[config.mk]
export PLATFORM = sky130hd
export DESIGN_NAME = intExecUnit
export DESIGN_NICKNAME = d
export VERILOG_FILES = /design/src/source/intExecPkg.sv /design/src/source/execUopIf.sv /design/src/source/bitCountUnit.sv /design/src/source/issueStage.sv /design/src/source/intAlu.sv /design/src/source/writebackStage.sv /design/src/source/intExecUnit.sv
export VERILOG_INCLUDE_DIRS = /design/src /design/src/source
export SDC_FILE = /design/constraint.sdc
export NUM_CORES = 2
export LEC_CHECK = 0
export BUFFER_PORTS_ARGS = -buffer_cell sky130_fd_sc_hd__buf_2
export CAP_MARGIN = 20
export CORE_MARGIN = 4
export CORE_UTILIZATION = 45
export DETAILED_ROUTE_END_ITERATION = 10
export MAX_ROUTING_LAYER = met4
export PLACE_DENSITY_LB_ADDON = 0.1
export SLEW_MARGIN = 5
export SYNTH_ARGS = -nofsm -noshare
export SYNTH_HDL_FRONTEND = slang
export SYNTH_SLANG_ARGS = --single-unit
export TNS_END_PERCENT = 50
[constraint.sdc]
create_clock -name clk -period 12.7 [get_ports clk]
set_input_delay 1.27 -clock clk [delete_from_list [all_inputs] [get_ports clk]]
set_output_delay 1.27 -clock clk [all_outputs]
set_load 0.05 [all_outputs]
[src/source/intExec_params.svh]
`ifndef INTEXEC_PARAMS_SVH
`define INTEXEC_PARAMS_SVH

`default_nettype none

// Data and address width
`define XLEN 32
`define SQN_W 6
`define TAG_W 6
// Architectural register name
`define NM_W 5
`define BID_W 6

`default_nettype wire

`endif

[src/source/intExecPkg.sv]
`include "intExec_params.svh"

`default_nettype none

package intExecPkg;

    typedef logic [`XLEN-1:0] word_t;
    typedef logic [`SQN_W-1:0] sqN_t;
    typedef logic [`TAG_W-1:0] tag_t;
    typedef logic [`NM_W-1:0] regNm_t;
    typedef logic [`BID_W-1:0] branchId_t;

    typedef enum logic [5:0] {
        INT_UNDEFINED,
        INT_ADD, INT_SUB, INT_XOR, INT_OR, INT_AND,
        INT_SLL, INT_SRL, INT_SRA, INT_SLT, INT_SLTU,
        INT_LUI, INT_AUIPC, INT_JAL, INT_JALR, INT_SYS,
        INT_BEQ, INT_BNE, INT_BLT, INT_BGE, INT_BLTU, INT_BGEU,
        INT_SH1ADD, INT_SH2ADD, INT_SH3ADD,
        INT_ANDN, INT_ORN, INT_XNOR,
        INT_SE_B, INT_SE_H, INT_ZE_H,
        INT_CLZ, INT_CTZ, INT_CPOP,
        INT_MIN, INT_MAX, INT_MINU, INT_MAXU,
        INT_ORC_B, INT_REV8
    } intOp_e;

    typedef enum logic [1:0] {
        FLAGS_NONE,
        FLAGS_EXCEPT,
        FLAGS_TRAP,
        FLAGS_BRK
    } flags_e;

    typedef struct packed {
        logic valid;
        intOp_e opcode;
        word_t srcA;
        word_t srcB;
        word_t imm;
        word_t pc;
        logic compressed;
        logic branchPred;
        branchId_t branchId;
        sqN_t sqN;
        sqN_t loadSqN;
        sqN_t storeSqN;
        tag_t tagDst;
        regNm_t nmDst;
    } exUop_s;

    typedef struct packed {
        logic valid;
        word_t result;
        tag_t tagDst;
        regNm_t nmDst;
        sqN_t sqN;
        flags_e flags;
        word_t pc;
        logic isBranch;
        logic branchTaken;
        branchId_t branchId;
    } resUop_s;

    typedef struct packed {
        logic isBranch;
        logic taken;
        logic mispred;
        word_t source;
        word_t address;
        logic isJump;
        branchId_t branchId;
        sqN_t sqN;
        sqN_t loadSqN;
        sqN_t storeSqN;
        logic compressed;
    } branchRes_s;

    // Sequence numbers wrap, so age comes from the signed difference
    function automatic logic isKilled(
        input logic invalidate,
        input sqN_t sqN,
        input sqN_t flushSqN
    );
        sqN_t diff;
        diff = sqN - flushSqN;
        return invalidate && ($signed(diff) > 0);
    endfunction

endpackage

`default_nettype wire

[src/source/execUopIf.sv]
`timescale 1ns/1ps
`default_nettype none

interface execUopIf;

    intExecPkg::exUop_s uop;
    intExecPkg::resUop_s resUop;
    intExecPkg::branchRes_s branch;

    modport source (
        output uop,
        output resUop,
        output branch
    );

    modport sink (
        input uop,
        input resUop,
        input branch
    );

endinterface

`default_nettype wire

[src/source/bitCountUnit.sv]
`timescale 1ns/1ps
`default_nettype none

module bitCountUnit (
    input wire intExecPkg::word_t value,
    output logic [5:0] leadZeros,
    output logic [5:0] popCount
);

    logic [1:0] sum1 [16];
    logic [2:0] sum2 [8];
    logic [3:0] sum3 [4];
    logic [4:0] sum4 [2];

    // Highest set bit wins and an all-zero word gives 32
    always_comb begin
        leadZeros = 6'd32;
        for (int i = 0; i < 32; i++) begin
            if (value[i]) begin
                leadZeros = 6'(31 - i);
            end
        end
    end

    always_comb begin
        for (int i = 0; i < 16; i++) begin
            sum1[i] = {1'b0, value[2*i]} + {1'b0, value[2*i+1]};
        end
        for (int i = 0; i < 8; i++) begin
            sum2[i] = {1'b0, sum1[2*i]} + {1'b0, sum1[2*i+1]};
        end
        for (int i = 0; i < 4; i++) begin
            sum3[i] = {1'b0, sum2[2*i]} + {1'b0, sum2[2*i+1]};
        end
        for (int i = 0; i < 2; i++) begin
            sum4[i] = {1'b0, sum3[2*i]} + {1'b0, sum3[2*i+1]};
        end
        popCount = {1'b0, sum4[0]} + {1'b0, sum4[1]};
    end

endmodule

`default_nettype wire

[src/source/issueStage.sv]
`timescale 1ns/1ps
`default_nettype none

module issueStage (
    input wire clk,
    input wire rst,
    input wire intExecPkg::exUop_s uopIn,
    input wire wbStall,
    input wire invalidate,
    input wire intExecPkg::sqN_t invalidateSqN,
    execUopIf.source out
);

    intExecPkg::exUop_s entry;
    logic killIn;
    logic killEntry;

    assign killIn = intExecPkg::isKilled(invalidate, uopIn.sqN, invalidateSqN);
    assign killEntry = intExecPkg::isKilled(invalidate, entry.sqN, invalidateSqN);

    always_ff @(posedge clk) begin
        if (rst) begin
            entry.valid <= 1'b0;
        end else if (!wbStall) begin
            entry <= uopIn;
            // A flush in the same cycle also catches the incoming op
            entry.valid <= uopIn.valid && !killIn;
        end else if (killEntry) begin
            entry.valid <= 1'b0;
        end
    end

    assign out.uop = entry;

endmodule

`default_nettype wire

[src/source/intAlu.sv]
`timescale 1ns/1ps
`default_nettype none

module intAlu (
    input wire clk,
    input wire rst,
    execUopIf.sink in,
    input wire wbStall,
    input wire invalidate,
    input wire intExecPkg::sqN_t invalidateSqN,
    execUopIf.source out,
    output wire fwdValid,
    output wire intExecPkg::tag_t fwdTag,
    output wire intExecPkg::word_t fwdResult
);

    intExecPkg::exUop_s uop;
    intExecPkg::word_t srcA;
    intExecPkg::word_t srcB;
    intExecPkg::word_t imm;
    intExecPkg::word_t srcARev;
    intExecPkg::word_t pcPlus2;
    intExecPkg::word_t pcPlus4;
    intExecPkg::word_t fallThrough;
    intExecPkg::word_t branchTarget;
    intExecPkg::word_t result;
    intExecPkg::flags_e flags;
    intExecPkg::resUop_s resNext;
    intExecPkg::branchRes_s branchNext;
    logic [5:0] leadZeros;
    logic [5:0] popCount;
    logic lessThan;
    logic lessThanU;
    logic isBranch;
    logic taken;
    logic killed;
    logic accept;

    assign uop = in.uop;
    assign srcA = uop.srcA;
    assign srcB = uop.srcB;
    assign imm = uop.imm;

    always_comb begin
        for (int i = 0; i < 32; i++) begin
            srcARev[i] = srcA[31-i];
        end
    end

    // CTZ reuses the leading-zero search on the reversed word
    bitCountUnit bitCount_i (
        .value(uop.opcode == intExecPkg::INT_CTZ ? srcARev : srcA),
        .leadZeros(leadZeros),
        .popCount(popCount)
    );

    assign lessThan = $signed(srcA) < $signed(srcB);
    assign lessThanU = srcA < srcB;
    assign pcPlus2 = uop.pc + 32'd2;
    assign pcPlus4 = uop.pc + 32'd4;
    assign fallThrough = uop.compressed ? pcPlus2 : pcPlus4;
    assign branchTarget = uop.pc + {{19{imm[12]}}, imm[12:0]};

    always_comb begin
        case (uop.opcode)
            intExecPkg::INT_ADD: result = srcA + srcB;
            intExecPkg::INT_SUB: result = srcA - srcB;
            intExecPkg::INT_XOR: result = srcA ^ srcB;
            intExecPkg::INT_OR: result = srcA | srcB;
            intExecPkg::INT_AND: result = srcA & srcB;
            intExecPkg::INT_SLL: result = srcA << srcB[4:0];
            intExecPkg::INT_SRL: result = srcA >> srcB[4:0];
            intExecPkg::INT_SRA: result = $signed(srcA) >>> srcB[4:0];
            intExecPkg::INT_SLT: result = {31'b0, lessThan};
            intExecPkg::INT_SLTU: result = {31'b0, lessThanU};
            // Upper immediate arrives already shifted on srcB
            intExecPkg::INT_LUI: result = srcB;
            intExecPkg::INT_AUIPC: result = uop.pc + imm;
            intExecPkg::INT_JAL,
            intExecPkg::INT_JALR: result = fallThrough;
            intExecPkg::INT_SH1ADD: result = srcB + (srcA << 1);
            intExecPkg::INT_SH2ADD: result = srcB + (srcA << 2);
            intExecPkg::INT_SH3ADD: result = srcB + (srcA << 3);
            intExecPkg::INT_ANDN: result = srcA & ~srcB;
            intExecPkg::INT_ORN: result = srcA | ~srcB;
            intExecPkg::INT_XNOR: result = srcA ^ ~srcB;
            intExecPkg::INT_SE_B: result = {{24{srcA[7]}}, srcA[7:0]};
            intExecPkg::INT_SE_H: result = {{16{srcA[15]}}, srcA[15:0]};
            intExecPkg::INT_ZE_H: result = {16'b0, srcA[15:0]};
            intExecPkg::INT_CLZ,
            intExecPkg::INT_CTZ: result = {26'b0, leadZeros};
            intExecPkg::INT_CPOP: result = {26'b0, popCount};
            intExecPkg::INT_MIN: result = lessThan ? srcA : srcB;
            intExecPkg::INT_MAX: result = lessThan ? srcB : srcA;
            intExecPkg::INT_MINU: result = lessThanU ? srcA : srcB;
            intExecPkg::INT_MAXU: result = lessThanU ? srcB : srcA;
            intExecPkg::INT_ORC_B: result = {{8{|srcA[31:24]}}, {8{|srcA[23:16]}},
                                             {8{|srcA[15:8]}}, {8{|srcA[7:0]}}};
            intExecPkg::INT_REV8: result = {srcA[7:0], srcA[15:8], srcA[23:16], srcA[31:24]};
            default: result = '0;
        endcase
    end

    always_comb begin
        case (uop.opcode)
            intExecPkg::INT_UNDEFINED: flags = intExecPkg::FLAGS_EXCEPT;
            intExecPkg::INT_SYS: flags = imm[0] ? intExecPkg::FLAGS_BRK : intExecPkg::FLAGS_TRAP;
            default: flags = intExecPkg::FLAGS_NONE;
        endcase
    end

    always_comb begin
        case (uop.opcode)
            intExecPkg::INT_JAL,
            intExecPkg::INT_JALR: taken = 1'b1;
            intExecPkg::INT_BEQ: taken = srcA == srcB;
            intExecPkg::INT_BNE: taken = srcA != srcB;
            intExecPkg::INT_BLT: taken = lessThan;
            intExecPkg::INT_BGE: taken = !lessThan;
            intExecPkg::INT_BLTU: taken = lessThanU;
            intExecPkg::INT_BGEU: taken = !lessThanU;
            default: taken = 1'b0;
        endcase
    end

    // JALR is not predicted, so it stays out of the predictor update
    assign isBranch = uop.opcode inside {intExecPkg::INT_JAL, intExecPkg::INT_BEQ,
                                         intExecPkg::INT_BNE, intExecPkg::INT_BLT,
                                         intExecPkg::INT_BGE, intExecPkg::INT_BLTU,
                                         intExecPkg::INT_BGEU};

    always_comb begin
        resNext.valid = 1'b1;
        resNext.result = result;
        resNext.tagDst = uop.tagDst;
        resNext.nmDst = uop.nmDst;
        resNext.sqN = uop.sqN;
        resNext.flags = flags;
        resNext.pc = uop.pc;
        resNext.isBranch = isBranch;
        resNext.branchTaken = taken;
        resNext.branchId = uop.branchId;

        branchNext.isBranch = isBranch;
        branchNext.taken = taken;
        // Uncompressed branches are predicted at their second halfword
        branchNext.source = uop.compressed ? uop.pc : pcPlus2;
        branchNext.isJump = uop.opcode == intExecPkg::INT_JAL;
        branchNext.branchId = uop.branchId;
        branchNext.sqN = uop.sqN;
        branchNext.loadSqN = uop.loadSqN;
        branchNext.storeSqN = uop.storeSqN;
        branchNext.compressed = uop.compressed;
        if (uop.opcode == intExecPkg::INT_JALR) begin
            branchNext.mispred = 1'b1;
            branchNext.address = srcA + srcB;
        end else begin
            branchNext.mispred = isBranch && (taken != uop.branchPred);
            branchNext.address = taken ? branchTarget : fallThrough;
        end
    end

    assign killed = intExecPkg::isKilled(invalidate, uop.sqN, invalidateSqN);
    assign accept = uop.valid && !wbStall && !killed;

    always_ff @(posedge clk) begin
        if (rst) begin
            out.resUop.valid <= 1'b0;
            out.branch.isBranch <= 1'b0;
            out.branch.mispred <= 1'b0;
        end else if (accept) begin
            out.resUop <= resNext;
            out.branch <= branchNext;
        end else begin
            out.resUop.valid <= 1'b0;
            out.branch.isBranch <= 1'b0;
            out.branch.mispred <= 1'b0;
        end
    end

    // Zero-cycle forward to wakeup
    assign fwdValid = uop.valid && (uop.nmDst != '0);
    assign fwdTag = uop.tagDst;
    assign fwdResult = result;

endmodule

`default_nettype wire

[src/source/writebackStage.sv]
`timescale 1ns/1ps
`default_nettype none

module writebackStage (
    input wire clk,
    input wire rst,
    execUopIf.sink in,
    input wire invalidate,
    input wire intExecPkg::sqN_t invalidateSqN,
    output intExecPkg::resUop_s res,
    output intExecPkg::branchRes_s branch
);

    logic resKilled;
    logic branchKilled;

    assign resKilled = intExecPkg::isKilled(invalidate, in.resUop.sqN, invalidateSqN);
    assign branchKilled = intExecPkg::isKilled(invalidate, in.branch.sqN, invalidateSqN);

    always_ff @(posedge clk) begin
        if (rst) begin
            res.valid <= 1'b0;
            branch.isBranch <= 1'b0;
            branch.mispred <= 1'b0;
        end else begin
            res <= in.resUop;
            res.valid <= in.resUop.valid && !resKilled;
            branch <= in.branch;
            // Late flush drops the record together with its redirect
            branch.isBranch <= in.branch.isBranch && !branchKilled;
            branch.mispred <= in.branch.mispred && !branchKilled;
        end
    end

endmodule

`default_nettype wire

[src/source/intExecUnit.sv]
`timescale 1ns/1ps
`default_nettype none

module intExecUnit (
    input wire clk,
    input wire rst,
    input wire uopValid,
    input wire intExecPkg::intOp_e opcode,
    input wire intExecPkg::word_t srcA,
    input wire intExecPkg::word_t srcB,
    input wire intExecPkg::word_t imm,
    input wire intExecPkg::word_t pc,
    input wire compressed,
    input wire branchPred,
    input wire intExecPkg::branchId_t branchId,
    input wire intExecPkg::sqN_t sqN,
    input wire intExecPkg::sqN_t loadSqN,
    input wire intExecPkg::sqN_t storeSqN,
    input wire intExecPkg::tag_t tagDst,
    input wire intExecPkg::regNm_t nmDst,
    input wire wbStall,
    input wire invalidate,
    input wire intExecPkg::sqN_t invalidateSqN,
    output wire fwdValid,
    output wire intExecPkg::tag_t fwdTag,
    output wire intExecPkg::word_t fwdResult,
    output wire resultValid,
    output wire intExecPkg::tag_t resultTag,
    output wire intExecPkg::regNm_t resultNmDst,
    output wire intExecPkg::word_t result,
    output wire intExecPkg::sqN_t resultSqN,
    output wire intExecPkg::flags_e resultFlags,
    output wire intExecPkg::word_t resultPc,
    output wire branchValid,
    output wire branchTaken,
    output wire branchMispred,
    output wire intExecPkg::word_t branchSource,
    output wire intExecPkg::word_t branchAddress,
    output wire branchIsJump,
    output wire intExecPkg::branchId_t branchIdOut,
    output wire intExecPkg::sqN_t branchSqN,
    output wire intExecPkg::sqN_t branchLoadSqN,
    output wire intExecPkg::sqN_t branchStoreSqN,
    output wire branchCompressed
);

    intExecPkg::exUop_s uopIn;
    intExecPkg::resUop_s wbRes;
    intExecPkg::branchRes_s wbBranch;

    execUopIf issueToAlu ();
    execUopIf aluToWb ();

    assign uopIn = '{
        valid: uopValid,
        opcode: opcode,
        srcA: srcA,
        srcB: srcB,
        imm: imm,
        pc: pc,
        compressed: compressed,
        branchPred: branchPred,
        branchId: branchId,
        sqN: sqN,
        loadSqN: loadSqN,
        storeSqN: storeSqN,
        tagDst: tagDst,
        nmDst: nmDst
    };

    issueStage issue_i (
        .clk(clk),
        .rst(rst),
        .uopIn(uopIn),
        .wbStall(wbStall),
        .invalidate(invalidate),
        .invalidateSqN(invalidateSqN),
        .out(issueToAlu.source)
    );

    intAlu alu_i (
        .clk(clk),
        .rst(rst),
        .in(issueToAlu.sink),
        .wbStall(wbStall),
        .invalidate(invalidate),
        .invalidateSqN(invalidateSqN),
        .out(aluToWb.source),
        .fwdValid(fwdValid),
        .fwdTag(fwdTag),
        .fwdResult(fwdResult)
    );

    writebackStage writeback_i (
        .clk(clk),
        .rst(rst),
        .in(aluToWb.sink),
        .invalidate(invalidate),
        .invalidateSqN(invalidateSqN),
        .res(wbRes),
        .branch(wbBranch)
    );

    assign resultValid = wbRes.valid;
    assign resultTag = wbRes.tagDst;
    assign resultNmDst = wbRes.nmDst;
    assign result = wbRes.result;
    assign resultSqN = wbRes.sqN;
    assign resultFlags = wbRes.flags;
    assign resultPc = wbRes.pc;

    assign branchValid = wbBranch.isBranch;
    assign branchTaken = wbBranch.taken;
    assign branchMispred = wbBranch.mispred;
    assign branchSource = wbBranch.source;
    assign branchAddress = wbBranch.address;
    assign branchIsJump = wbBranch.isJump;
    assign branchIdOut = wbBranch.branchId;
    assign branchSqN = wbBranch.sqN;
    assign branchLoadSqN = wbBranch.loadSqN;
    assign branchStoreSqN = wbBranch.storeSqN;
    assign branchCompressed = wbBranch.compressed;

endmodule

`default_nettype wire

After elaboration in Yosys (flattened, before gate mapping)

Cells that the tools add are included.

Register bits: 514
Output and inout port bits: 216

$add $sub $neg: 43
Order comparisons: 5
Equal/unequal tests: 43
Shifts and indexed selects: 3
Multiplexer cells: 49
Bitwise logic cells: 10
Reduce and logical (&&, ||, !) cells: 29

Operator list:

| cell                  | count |
|---|---|
| $pmux 32 s30          | 1 |
| $mux 32               | 9 |
| $add 32x32->32        | 6 |
| $mux 6                | 32 |
| $eq 6x5->1 const B    | 16 |
| $and 32x32->32        | 2 |
| $lt 32x32->1          | 2 |
| $or 32x32->32         | 2 |
| $xor 32x32->32        | 2 |
| $eq 6x4->1 const B    | 8 |
| $eq 6x6->1 const B    | 8 |
| $add 1x1->2           | 16 |
| $add 32x2->32 const B | 1 |
| $add 32x3->32 const B | 1 |
| $eq 32x32->1          | 1 |
| $ne 32x32->1          | 1 |
| $not 32->32           | 1 |
| $reduce_or 8->1       | 4 |
| $shl 32x5->32         | 1 |
| $shr 32x5->32         | 1 |
| $sshr 32x5->32        | 1 |
| $sub 32x32->32        | 1 |
| $add 2x2->3           | 8 |
| $eq 6x3->1 const B    | 4 |
| 20 further kinds      | 53 |

Longest topological paths before layout

Word-level depth: 35
Mapped depth: 27
Gate-level depth less buffers: 22

Modules after synthesis

From an unflattened synthesis, not the netlist that was laid out.

Cells, all modules: 4415
Area total of the unflattened synthesis: 42331.8 um^2

Modules (own cells, without submodules):

| module         | instances | cells an instance | area each (um^2) |
|---|---|---|---|
| intAlu         | 1         | 3622              | 28194.5 |
| issueStage     | 1         | 416               | 6995.5 |
| writebackStage | 1         | 245               | 5984.5 |
| bitCountUnit   | 1         | 132               | 1157.4 |

Least setup slack after synthesis

OpenSTA, ideal clock, no wires.

Kind: input to register
From: in rst
To: reg, netlist name alu_i.out.branch[90]
Arrival: 13.278 ns
Required time: 12.627 ns
Path slack: -0.651 ns
Cell stages on the path: 3
Cells stage by stage: nor2_1 and2_1 a22o_1

Cells in the longest elaborated chain, start to end: 1

Ends and longest elaborated chain:

| what                             | line             | source |
|---|---|---|
| from (decl)                      | intExecUnit.sv:6 | `input wire rst,` |
| $reduce_or 2->1 (no source line) | --               |  |

No other way between the ends.
A chain may end at the register's enable or synchronous reset.

Final worst setup path

From: reg issue_i.entry, in the netlist issue_i.out.uop[168]
To: out fwdResult[4]

Cells in the longest elaborated chain, start to end: 35
Elaborated cells between the ends (all ways): 99
Those cells by class: add/sub (31); eq/ne (32); mux (34); reduce/logical (2)

Ends and longest elaborated chain:

| what                   | line                       | source |
|---|---|---|
| from (decl)            | issueStage.sv:14           | `intExecPkg::exUop_s entry;` |
| from (signal assigned) | issueStage.sv:25           | `entry <= uopIn;` |
| $eq 6x6->1             | intAlu.sv:52, intAlu.sv:65 |  |
| $mux 32                | intAlu.sv:52               | `.value(uop.opcode == intExecPkg::INT_CTZ ? srcARev : srcA),` |
| $mux 6 (32 in a row)   | bitCountUnit.sv:19         | `if (value[i]) begin` |
| $pmux 32 s30 (*)       | intAlu.sv:65               | `case (uop.opcode)` |
| to (decl)              | intExecUnit.sv:26          | `output wire intExecPkg::word_t fwdResult,` |

Every way passes the cells marked *; elsewhere a longest branch is shown, timed or not.

==> summary.md <==
| Metric | Value |
|---|---|
| FFs w/ async S/R, synth | 0% |
| Post-Syn Instances | roughly 3,900 |
| WP depth | 23 |
| Fin nets | 4,631 |
| CTS H-tree lvls | 2 |
| Crit path cell chain | nor4b_2, nand2_1, buf_4, nand2_1, nand2_1, fa_1, fa_1, fa_1, inv_1, fa_1, fa_1, fa_1, inv_1, ha_1, fa_1, a21o_1, a21oi_1, xnor2_1, a221oi_1, o2111ai_1, nor3_1, nand3_1, buf_2 |
| CP Max Fanout | 33 |
| Post-DP HPWL | between 100,000 and 150,000 um |
| Clock buffer count from CTS | 54 |
| Startpoint types | flop |
| Worst setup EP type | primary output |
| # Post-CTS Setup Buffers | 0 |
| Layout cells sized above 1 | 17.2% |
| Sequential share of power | about 36% |
| Max Cap Viol | 0 |
| RSZ-0062 raised after global routing | false |
| Root Buffer | clkbuf_16 |
| #FFs+latches synth | 512 |
| Vias | 34,900 |
| Number of flops mapped to enable cells by yosys | 505 |
| Fin crit period | 10,260 ps |
| Slew @ Worst Pin | between 1000 and 1500 ps |
| Rows | between 100 and 150 |
| Switching share of total power | 36.7% |
| Gr usage total | between 30% and 40% |
| R2R cell count | 22 |
| Main synth FF type | edfxtp_1 |
| Outcome | completed |
| Final hold violation count | 0 |
| Filler Cell Count | 7,856 |
| CTS tree | done |
| Crit path kind | reg -> out |
| Initial Util | 45.5% |
| Initial DRC count | 4,098 |
| Most frequent CP cell | fa_1 |
| Sequential-to-total area share from yosys stat | 40.0% |
| P_int | 3.55 mW |
| Worst path slowest cell | edfxtp_1 |
| Top cell type's share of synthesized area | 39.7% |
| Comb pwr share | 36.1% |
| Wire per inst | about 31 um |
| I/O Pins | 398 |
| Psw | just over 2 mW |
| Die Y | 299 um |
| Yosys cell types | 99 |
| PortBufs | 397 |
| CP bufs+invs | 4 |
| Delay-heaviest family, CP | adder cells |
| Clock share of power | between 20% and 30% |
| Max Freq | 0.0974 GHz |
| Power Density | about 130 mW/mm2 |
| Hold path depth | 0 |
| Ys Warns | 0 |
| Initial antenna violation count | 7 |
| Worst hold slack | 404 ps |
| Max clock buf depth | 3 |
| Vias/cell | 6.50 |
| CP max stage delay | 760 ps |
| Total gr overflow | 0 |
| Hold-fix buffers, CTS | 0 |
| Ranking of synthesized cells by area | edfxtp_1, ha_1, xnor2_1 |
| First-pass GRT wire length | roughly 230,000 um |
| Final WL | roughly 170,000 um |
| Cell Area, Synth | approximately 0.038 mm2 |
| Largest net degree at the start of global routing | 140 |
| Die area | 0.0897 mm2 |
| Die X | 299 um |
| Clk_skew | 37.8 ps |
| DRC violations left | 0 |
| WP data required | around 11,000 ps |
| Gp weighted congestion | about 1.1 |
| Register Area | around 0.015 mm2 |
| Core area | 0.0840 mm2 |
| Antenna viol nets, final | 0 |
| Area of the multi-input gates | 0.0214 mm2 |
| Cts repair resizes | 0 |
| Slew Viols, Final | 0 |
| Synth area leader | edfxtp_1 |
| Syn Nets | 4,328 |
| Clk sinks | 512 |
| Reg clk slew, reported paths | 70 ps |
| Area grow syn2layout | 12.9% |
| Most frequent cell after synthesis | edfxtp_1 |
| Slew margin rel. | 11.6% |
| Syn avg cell area | between 9 and 10 um2 |
| Sum Neg Setup Slack | 0 ps |
| Lkg Pwr | 16.5 nW |
| Setup-violating endpoint count in the final report | 0 |
| Critical Path AT | 8990 ps |
| DRT Pass-1 Iters | 7 |
| Peak supply drop | 159 uV |
| Period utilization | 80.8% |
| Post-synth top cells | edfxtp_1, nor2_1, nand2_1, a21oi_1, o21ai_0 |
| Clk_lat worst skew | 640 ps |
| Number of global-route vias before repair | 32,600 |
| Min-delay worst type | reg -> reg |
## stage by stage
step / utilization (%) / cell area [um2] / setup WS (ps) / cells / power [mW]
4_1_cts: 51.4 / 43100 / 2500 / 5367 / 5.60
3_3_place_gp: 49.3 / 41300 / 3310 / 5268 / 4.01
5_1_grt: 51.4 / 43100 / 1980 / 5373 / 5.86
2_1_floorplan: - / 38200 / 2300 / 3888 / 3.38
3_5_place_dp: 49.3 / 41300 / 3210 / 5268 / 4.01
6_report: 51.4 / 43100 / 2440 / 5375 / 5.61
## registers in the layout, summed over array words and instances (netlist names)
signal	flops
alu_i.out.branch	87
alu_i.out.resUop	83
issue_i.out.uop	172
writeback_i.branch	86
writeback_i.res	84
## cell usage in the layout (no fill, tap or decap), drive strengths merged, types with 35 or more instances in the layout
cell type,n
mux2i,79
nand4,63
nand2b,45
a22oi,38
o211ai,51
a21oi,276
o21a,40
a221oi,45
o21bai,35
edfxtp,505
xnor2,161
mux4,50
nand2,335
xor2,79
nor2,340
a21o,73
a31oi,41
o21ai,235
ha,225
nor3,81
buf,497
mux2,42
nand3,87
inv,137
a211oi,75
clkbuf,61
nor2b,39
## worst paths after layout
| check | from | endpoint | slack [ps] |
|---|---|---|---|
| setup reg to reg | issue_i.out.uop[168] | alu_i.out.resUop[63] | 4310 |
| hold reg to reg | alu_i.out.branch[45] | writeback_i.branch[45] | 400 |
| hold / removal | alu_i.out.branch[45] | writeback_i.branch[45] | 400 |
| setup / recovery | issue_i.out.uop[168] | fwdResult[4] | 2440 |
## per-layer routing
metal  routed length [um]  vias up  track usage [%]
li1                     -    15400                -
met2                73400     2170             55.5
met5                    0        -                -
met3                16400      573             7.24
met1                63600    16800             45.3
met4                13400        0             23.1
## area by class of cell
cell class,count,area share [%]
flip-flops and latches,512,35.5
clock buffers,61,3.19
clock inverters,38,0.925
multi-input cells,2991,49.5
well taps,1134,3.29
diodes,7,0.0406
inverters,135,1.19
repair buffers,497,6.37
## cell families (layout without fill, tap and decap cells)
family / after synthesis / after routing / share of synthesized area, %
simple gates: 1162 / 1162 / 14.5
compound gates: 1160 / 1160 / 20.4
flops: 512 / 512 / 40.0
buf+inv: 385 / 731 / 4.23
fa+ha+maj: 258 / 258 / 9.09
xor+xnor: 240 / 240 / 5.50
mux: 171 / 171 / 6.26
other cells: 0 / 7 / 0
## power groups by stage
stage               Combinational [mW]  Sequential [mW]  Clock [mW]
floorplan                         1.29             2.09           0
global placement                  1.97             2.04           0
detailed placement                1.97             2.04           0
CTS                               1.98             2.01        1.61
global route                      2.15             2.01        1.70
finish                            2.03             2.01        1.58
Note: power is estimated with default switching activity, not from simulation.
